## config.mk

```make
export PLATFORM = sky130hd
export DESIGN_NAME = cmdRegs
export DESIGN_NICKNAME = d
export VERILOG_FILES = /design/src/pixI2cPkg.sv /design/src/cmdRegs.sv
export SDC_FILE = /design/constraint.sdc
export NUM_CORES = 1
export LEC_CHECK = 0
export ABC_AREA = 1
export BUFFER_PORTS_ARGS = -buffer_cell sky130_fd_sc_hd__clkbuf_2
export CAP_MARGIN = 20
export CORE_MARGIN = 5
export CORE_UTILIZATION = 40
export CTS_CLUSTER_SIZE = 16
export DETAILED_ROUTE_END_ITERATION = 6
export PLACE_DENSITY = 0.76
export REMOVE_ABC_BUFFERS = 1
export SLEW_MARGIN = 20
export SYNTH_ARGS = -nofsm -noshare
export SYNTH_HDL_FRONTEND = slang
export SYNTH_SLANG_ARGS = --single-unit
```

## constraint.sdc

```tcl
create_clock -name clk -period 2.7 [get_ports clk]
set_clock_uncertainty 0.05 [all_clocks]
set_input_delay 0.675 -clock clk [delete_from_list [all_inputs] [get_ports clk]]
set_output_delay 0.675 -clock clk [all_outputs]
set_load 0.005 [all_outputs]
```

## src/pixI2cPkg.sv

```systemverilog
`default_nettype none

package pixI2cPkg;

    // Register byte offsets
    localparam logic [3:0] CmdOffset = 4'h0;
    localparam logic [3:0] RegAddrOffset = 4'h4;
    localparam logic [3:0] WrDataOffset = 4'h8;
    localparam logic [3:0] StatusOffset = 4'hC;

    // CMD fields
    localparam int CmdSlaveLsb = 0;
    localparam int CmdWriteBit = 8;
    localparam int CmdLenLsb = 16;

    // STATUS fields
    localparam int StatusBusyBit = 0;
    localparam int StatusDoneBit = 1;
    localparam int StatusOkBit = 2;
    localparam int StatusDataLsb = 16;

    localparam logic [1:0] RespOkay = 2'b00;
    localparam logic [1:0] RespSlvErr = 2'b10;

    // Engine states, each base is followed by its numbered sub-steps
    localparam int StateWidth = 6;
    localparam logic [StateWidth-1:0] Idle = 6'd0;
    localparam logic [StateWidth-1:0] Start = 6'd1;
    localparam logic [StateWidth-1:0] ShiftOut = 6'd4;
    localparam logic [StateWidth-1:0] RegAddr = 6'd12;
    localparam logic [StateWidth-1:0] WriteData = 6'd14;
    localparam logic [StateWidth-1:0] ReadData = 6'd16;
    localparam logic [StateWidth-1:0] Ack = 6'd25;
    localparam logic [StateWidth-1:0] StopOk = 6'd29;
    localparam logic [StateWidth-1:0] StopFail = 6'd30;
    localparam logic [StateWidth-1:0] Stop = 6'd31;

endpackage

`default_nettype wire

```

## src/cmdRegs.sv

```systemverilog
`timescale 1ns/10ps
`default_nettype none

module cmdRegs (
    input wire clk,
    input wire reset,
    input wire [3:0] awaddr,
    input wire awvalid,
    output logic awready,
    input wire [31:0] wdata,
    input wire [3:0] wstrb,
    input wire wvalid,
    output logic wready,
    output logic [1:0] bresp,
    output logic bvalid,
    input wire bready,
    input wire [3:0] araddr,
    input wire arvalid,
    output logic arready,
    output logic [31:0] rdata,
    output logic [1:0] rresp,
    output logic rvalid,
    input wire rready,
    output logic cmdStart,
    output logic [6:0] slaveAddr,
    output logic cmdWrite,
    output logic [15:0] regAddr,
    output logic [15:0] writeData,
    output logic [1:0] dataLen,
    input wire cmdDone,
    input wire cmdOk,
    input wire [15:0] readData
);

    logic busy;
    logic done;
    logic ok;
    logic [15:0] statusData;
    logic [1:0] newLen;
    logic cmdBad;
    logic [31:0] cmdWord;
    logic [31:0] statusWord;

    // Length 0 and 3 are not valid transfers
    assign newLen = wdata[pixI2cPkg::CmdLenLsb +: 2];
    assign cmdBad = busy || newLen == 2'd0 || newLen == 2'd3;
    assign rresp = pixI2cPkg::RespOkay;

    // Readback words
    always_comb begin
        cmdWord = '0;
        cmdWord[pixI2cPkg::CmdSlaveLsb +: 7] = slaveAddr;
        cmdWord[pixI2cPkg::CmdWriteBit] = cmdWrite;
        cmdWord[pixI2cPkg::CmdLenLsb +: 2] = dataLen;
        statusWord = '0;
        statusWord[pixI2cPkg::StatusBusyBit] = busy;
        statusWord[pixI2cPkg::StatusDoneBit] = done;
        statusWord[pixI2cPkg::StatusOkBit] = ok;
        statusWord[pixI2cPkg::StatusDataLsb +: 16] = statusData;
    end

    // Write channel and command launch
    always_ff @(posedge clk) begin
        cmdStart <= 1'b0;
        if (reset) begin
            awready <= 1'b0;
            wready <= 1'b0;
            bvalid <= 1'b0;
            bresp <= pixI2cPkg::RespOkay;
            slaveAddr <= '0;
            cmdWrite <= 1'b0;
            dataLen <= '0;
            regAddr <= '0;
            writeData <= '0;
            busy <= 1'b0;
            done <= 1'b0;
            ok <= 1'b0;
            statusData <= '0;
        end else begin
            awready <= awvalid && wvalid && !bvalid && !awready;
            wready <= awvalid && wvalid && !bvalid && !awready;
            if (bvalid && bready) begin
                bvalid <= 1'b0;
            end
            if (awready && awvalid && wready && wvalid) begin
                bvalid <= 1'b1;
                bresp <= pixI2cPkg::RespOkay;
                case (awaddr)
                    pixI2cPkg::CmdOffset: begin
                        if (cmdBad) begin
                            bresp <= pixI2cPkg::RespSlvErr;
                        end else begin
                            slaveAddr <= wdata[pixI2cPkg::CmdSlaveLsb +: 7];
                            cmdWrite <= wdata[pixI2cPkg::CmdWriteBit];
                            dataLen <= newLen;
                            cmdStart <= 1'b1;
                            busy <= 1'b1;
                            done <= 1'b0;
                        end
                    end
                    pixI2cPkg::RegAddrOffset: regAddr <= wdata[15:0];
                    pixI2cPkg::WrDataOffset: writeData <= wdata[15:0];
                    default: ;
                endcase
            end
            // Result capture, held until the next accepted command
            if (cmdDone) begin
                busy <= 1'b0;
                done <= 1'b1;
                ok <= cmdOk;
                statusData <= readData;
            end
        end
    end

    // Read channel
    always_ff @(posedge clk) begin
        if (reset) begin
            arready <= 1'b0;
            rvalid <= 1'b0;
            rdata <= '0;
        end else begin
            arready <= !rvalid && !(arready && arvalid);
            if (arready && arvalid) begin
                rvalid <= 1'b1;
                case (araddr)
                    pixI2cPkg::CmdOffset: rdata <= cmdWord;
                    pixI2cPkg::RegAddrOffset: rdata <= {16'h0000, regAddr};
                    pixI2cPkg::WrDataOffset: rdata <= {16'h0000, writeData};
                    pixI2cPkg::StatusOffset: rdata <= statusWord;
                    default: rdata <= '0;
                endcase
            end else if (rvalid && rready) begin
                rvalid <= 1'b0;
            end
        end
    end

endmodule

`default_nettype wire

```

==> results.yml, run 1 <==
routing:
  route.met3.wl_um: 710
  drt_iter0_markers: 173
  wirelength_um: 10400
  num_vias: 3765
  routed.top_layer: "met4"
  met1Wirelength_um: 4460
  drt-wirelength-per-cell_um: 13.2
  ant_nets: 0
  drc_errors: 0
  viasPerCell: 4.80
  dr_wl_met2_um: 5090
  dr.pass1.iters: 4
die:
  initial_core_util_pct: 41.4
  rows: 35
  core_sq_mm: 0.00933
  die_w_um: 108
  io_pins: 153
  die_height_um: 108
  die_area_sq_mm: 0.0117
hold_path:
  hp-class: "flip-flop to flip-flop"
clock_tree:
  cts_setup_buffers: 0
  tritoncts: "yes"
  cts_hold_buf: 0
  cts.sinks: 99
  clkSlewWorstSetupHoldPaths_ns: 0.09
  clk-insertion-delay-late_ns: 0.35
  h-tree-depth: 3
  cts_buffers: 9
  clock-root-buffer: "clkbuf_8"
  cts_max_path_buffers: 2
  cts_resized: 0
critical_path:
  worstSetupPathType: "primary input to flip-flop"
  end_kind: "flip-flop"
  arrival_ns: 1.95
  reg2reg_slack_ns: 1.10
  cp-start-kind: "primary input"
  worstPathRequired_ns: 2.94
  path_max_fanout: 16
synthesis:
  synth-simple-area-share_pct: 22.6
  synth_xor_area_share_pct: 0
  synthCells: 530
  ys_types: 19
  ys_seq_area_share_pct: 51.3
  synthMuxAreaShare_pct: 0
  ys_ff_latch: 99
  yosysWarnings: 0
  synth_top_family_by_area: "simple AND/OR/NAND/NOR gates"
  avgSynthCellArea_sq_um: 7.28
  synth-adder-area-share_pct: 0
  synth_compound_area_share_pct: 17.3
  synth_area_sq_mm: 0.00386
place:
  gp_congestion: 0.777
  numPortBuffers: 131
  dp_cells: 769
  dpl_cell_area_sq_mm: 0.00462
  dp_hpwl_um: 7270
timing:
  whs_ns: 0.403
  period_needed_ns: 1.71
  worst_pin_slew_ns: 0.672
  fmax_mhz: 584
  period_share_pct: 63.4
  grt_setup_unrepaired: "no"
  report.final.slew_viol_count: 0
  slew_headroom_pct: 55.2
  setup_violations: 0
  hold_violations: 0
  fin_tns_setup_ns: 0
power:
  p_seq_share_pct: 57.1
  vdd_drop_max_v: 0.000234
  p_clk_share_pct: 36.2
  p_sw_share_pct: 23.7
  p_sw_mw: 0.620
  total_power_mw: 2.62
  power.leakage_nw: 2.13
  power.density_mw_per_mm2: 544
  p_comb_share_pct: 6.8
  p_int_mw: 2.00
final_layout:
  seqCellArea_sq_mm: 0.00198
  drive_above_1_share_pct: 24.2
  antenna_cells: 0
  syn2layout_area_growth_pct: 24.6
  stdcell_count: 785
  final_nets: 720
  fillers: 907
  final_cell_mix: "131 x clkbuf_2, 111 x nand2_1, 99 x dfxtp_1"
  final_common_cell: "clkbuf_2"
  postLayoutCellArea_sq_mm: 0.00481
  multi_input_area_sq_mm: 0.00155
global_routing:
  grt_pass1_vias: 3586
  grt_pass1_wl_um: 17000
  antenna_found_initial: 0
  overflow: 0
  grt_usage_pct: 18.2
  grt_max_degree: 61
outcome:
  status: "finished, final reports clean"
run:
  maxCapViolCount: 0
## per-stage QoR
stage | setup slack [ns] | util, %
after floorplan | 0.501 | -
after global placement | 0.629 | 49.5
after detailed placement | 0.611 | 49.5
after CTS | 1.00 | 51.6
after global routing | 0.781 | 51.6
final | 0.989 | 51.6
## area by class of cell
cell class | count | area share (%)
multi-input combinational | 349 | 32.3
timing repair buffer | 140 | 15.0
inverter | 52 | 4.06
clock inverter | 4 | 1.04
clock buffer | 12 | 3.02
sequential | 99 | 41.2
tap | 129 | 3.36
## layer usage
metal | GRT usage, % | up-vias
li1 | - | 1936
met1 | 23.0 | 1703
met2 | 31.2 | 115
met3 | 4.84 | 11
met4 | 4.33 | 0
met5 | 0 | -
## cell families (layout without fill, tap and decap cells)
| logic type | count (synthesis) | count (layout) |
|---|---|---|
| AND/OR/NAND/NOR | 213 | 213 |
| other | 1 | 3 |
| buffers and inverters | 84 | 208 |
| flip-flops | 99 | 99 |
| AO/OA/AOI/OAI | 133 | 133 |
## power groups by stage
stage	clock (mW)	combinational, mW	sequential (mW)
global route	1.03	0.203	1.50
CTS	0.974	0.179	1.49
finish	0.946	0.177	1.49
global placement	0	0.174	1.53
detailed placement	0	0.179	1.53
floorplan	0	0.0797	1.53
## Yosys cell counts
cell type    n  share of area [%]
nand4_1      3               0.49
conb_1       1              0.097
buf_1        2               0.19
inv_2        1              0.097
buf_4        4               0.78
clkinv_1     1              0.097
inv_1       50                4.9
o22ai_1      2               0.32
nor2_1      60                5.8
buf_2        3               0.39
nor4_1       1               0.16
nor3_2       3               0.78
clkbuf_1    23                2.2
o21ai_0     60                7.8
a21oi_1     71                9.2
dfxtp_1     99                 51
nand3_1     34                4.4
nand2_1    111                 11
nor3_1       1               0.13
## path summary, 6_finish.rpt
path / end / from / cells past startpoint
setup / recovery: rdata[4] / araddr[1] / 7
hold / removal: wready / bvalid / 1
setup reg to reg: rdata[1] / arready / 5
hold reg to reg: wready / bvalid / 1
## critical path, stage by stage
cell and delay [ns]:
clkbuf_2 0.10, nor2_2 0.44, buf_4 0.30, nand3_1 0.11
nand3_1 0.13, nand2_1 0.06, a21oi_1 0.12
## flip-flops by register name, summed over array words and instances, names as in the netlist, 2 cells and up
register / flops
dataLen: 2
rdata: 32
writeData: 16
statusData: 16
slaveAddr: 7
regAddr: 16
Power figures use the tool's default switching activity.
==> run 2: changes to the inputs <==
- clock period: 2.7 -> 1.6 ns (I/O delays scaled with it)
==> results.yml, run 2 (synthesized netlist as in run 1, its figures left out) <==
outcome:
  status: "finished, final reports clean"
clock_tree:
  tritoncts: "yes"
  cts_resized: 0
  h-tree-depth: 3
  clkSlewWorstSetupHoldPaths_ns: 0.10
  clk-insertion-delay-late_ns: 0.34
  cts.sinks: 99
  clock-root-buffer: "clkbuf_8"
  cts_buffers: 9
  cts_hold_buf: 0
  cts_setup_buffers: 0
  cts_max_path_buffers: 2
hold_path:
  hp-class: "primary input to flip-flop"
timing:
  fin_tns_setup_ns: 0
  period_needed_ns: 1.42
  hold_violations: 0
  report.final.slew_viol_count: 0
  fmax_mhz: 707
  whs_ns: 0.228
  setup_violations: 0
  grt_setup_unrepaired: "no"
  period_share_pct: 88.4
global_routing:
  overflow: 0
  grt_usage_pct: 17.6
  grt_max_degree: 61
  grt_pass1_vias: 3543
  antenna_found_initial: 0
  grt_pass1_wl_um: 16600
critical_path:
  worstPathCellList: "nand3_1, inv_1, nand4_1, buf_12, o21ai_0, a21oi_1"
  cp-start-kind: "flip-flop"
  critPathTopFamily: "flip-flops"
  end_kind: "flip-flop"
  arrival_ns: 1.58
  cpMaxStageDelayCell: "dfxtp_1"
  cpPeakStageDelay_ns: 0.38
  path_buf_inv: 2
  worstSetupPathType: "flip-flop to flip-flop"
  path_max_fanout: 32
  worstPathRequired_ns: 1.77
routing:
  drt_iter0_markers: 204
  num_vias: 3857
  drc_errors: 0
  ant_nets: 0
  dr.pass1.iters: 5
  viasPerCell: 4.84
  wirelength_um: 10400
  drt-wirelength-per-cell_um: 13.0
die:
  die_area_sq_mm: 0.0117
  core_sq_mm: 0.00933
  rows: 35
  die_height_um: 108
  initial_core_util_pct: 41.4
  io_pins: 153
  die_w_um: 108
final_layout:
  seqCellArea_sq_mm: 0.00198
  final_nets: 733
  antenna_cells: 0
  final_common_cell: "clkbuf_2"
  syn2layout_area_growth_pct: 28.6
  final_cell_mix: "131 x clkbuf_2, 111 x nand2_1, 99 x dfxtp_1"
  largest_reg_flops: 32
  stdcell_count: 797
  drive_above_1_share_pct: 25.9
  multi_input_area_sq_mm: 0.00155
  largest-register: "rdata"
  fillers: 906
power:
  vdd_drop_max_v: 0.000339
  power.leakage_nw: 2.22
  power.density_mw_per_mm2: 900
place:
  dp_hpwl_um: 7700
  dp_cells: 782
  gp_congestion: 0.764
  numPortBuffers: 131
run:
  maxCapViolCount: 0
[run 2: final timing paths]
kind | slack, ns | depth (start not counted) | startpoint | end
min | 0.23 | 3 | readData[10] | statusData[10]
max reg2reg | 0.18 | 6 | wready | regAddr[13]
max | 0.18 | 6 | wready | regAddr[13]
min reg2reg | 0.41 | 2 | writeData[13] | writeData[13]
[run 2: layer usage]
layer | share of wire, % | global-route usage (%) | up-vias
met3 | 5.8 | 3.52 | 8
met4 | 0.67 | 5.95 | 0
met2 | 50 | 30.3 | 117
met1 | 44 | 22.1 | 1766
li1 | - | - | 1966
met5 | 0 | 0 | -
[run 2: cell type report]
cell class                      count  share of cell area (%)
Clock buffer                       11                    3.05
Clock inverter                      4                    1.01
Inverter                           52                    3.93
Multi-Input combinational cell    349                    31.3
Sequential cell                    99                    39.9
Tap cell                          129                    3.25
Timing Repair Buffer              153                    17.5
[run 2: power by group]
part / switching, mW / total [mW] / internal, mW
logic: 0.201 / 0.326 / 0.125
clock network: 0.821 / 1.62 / 0.799
registers: 0.0193 / 2.52 / 2.50
total: 1.04 / 4.47 / 3.43
[run 2: tightest hold or removal path: cells and delay by family]
kind / cells / cell delay (ns)
and+or+nand+nor: 2 / 0.11
buffers and inverters: 1 / 0.07
[run 2: through the flow]
step | worst slack, ns | area, sq um | util [%] | power, mW
floorplan | -0.324 | 3730 | - | 2.71
global placement | 0.0962 | 4760 | 51.1 | 2.89
detailed placement | 0.00264 | 4760 | 51.1 | 2.90
CTS | 0.189 | 4960 | 53.2 | 4.52
global route | 0.0282 | 4960 | 53.2 | 4.69
finish | 0.185 | 4960 | 53.2 | 4.47
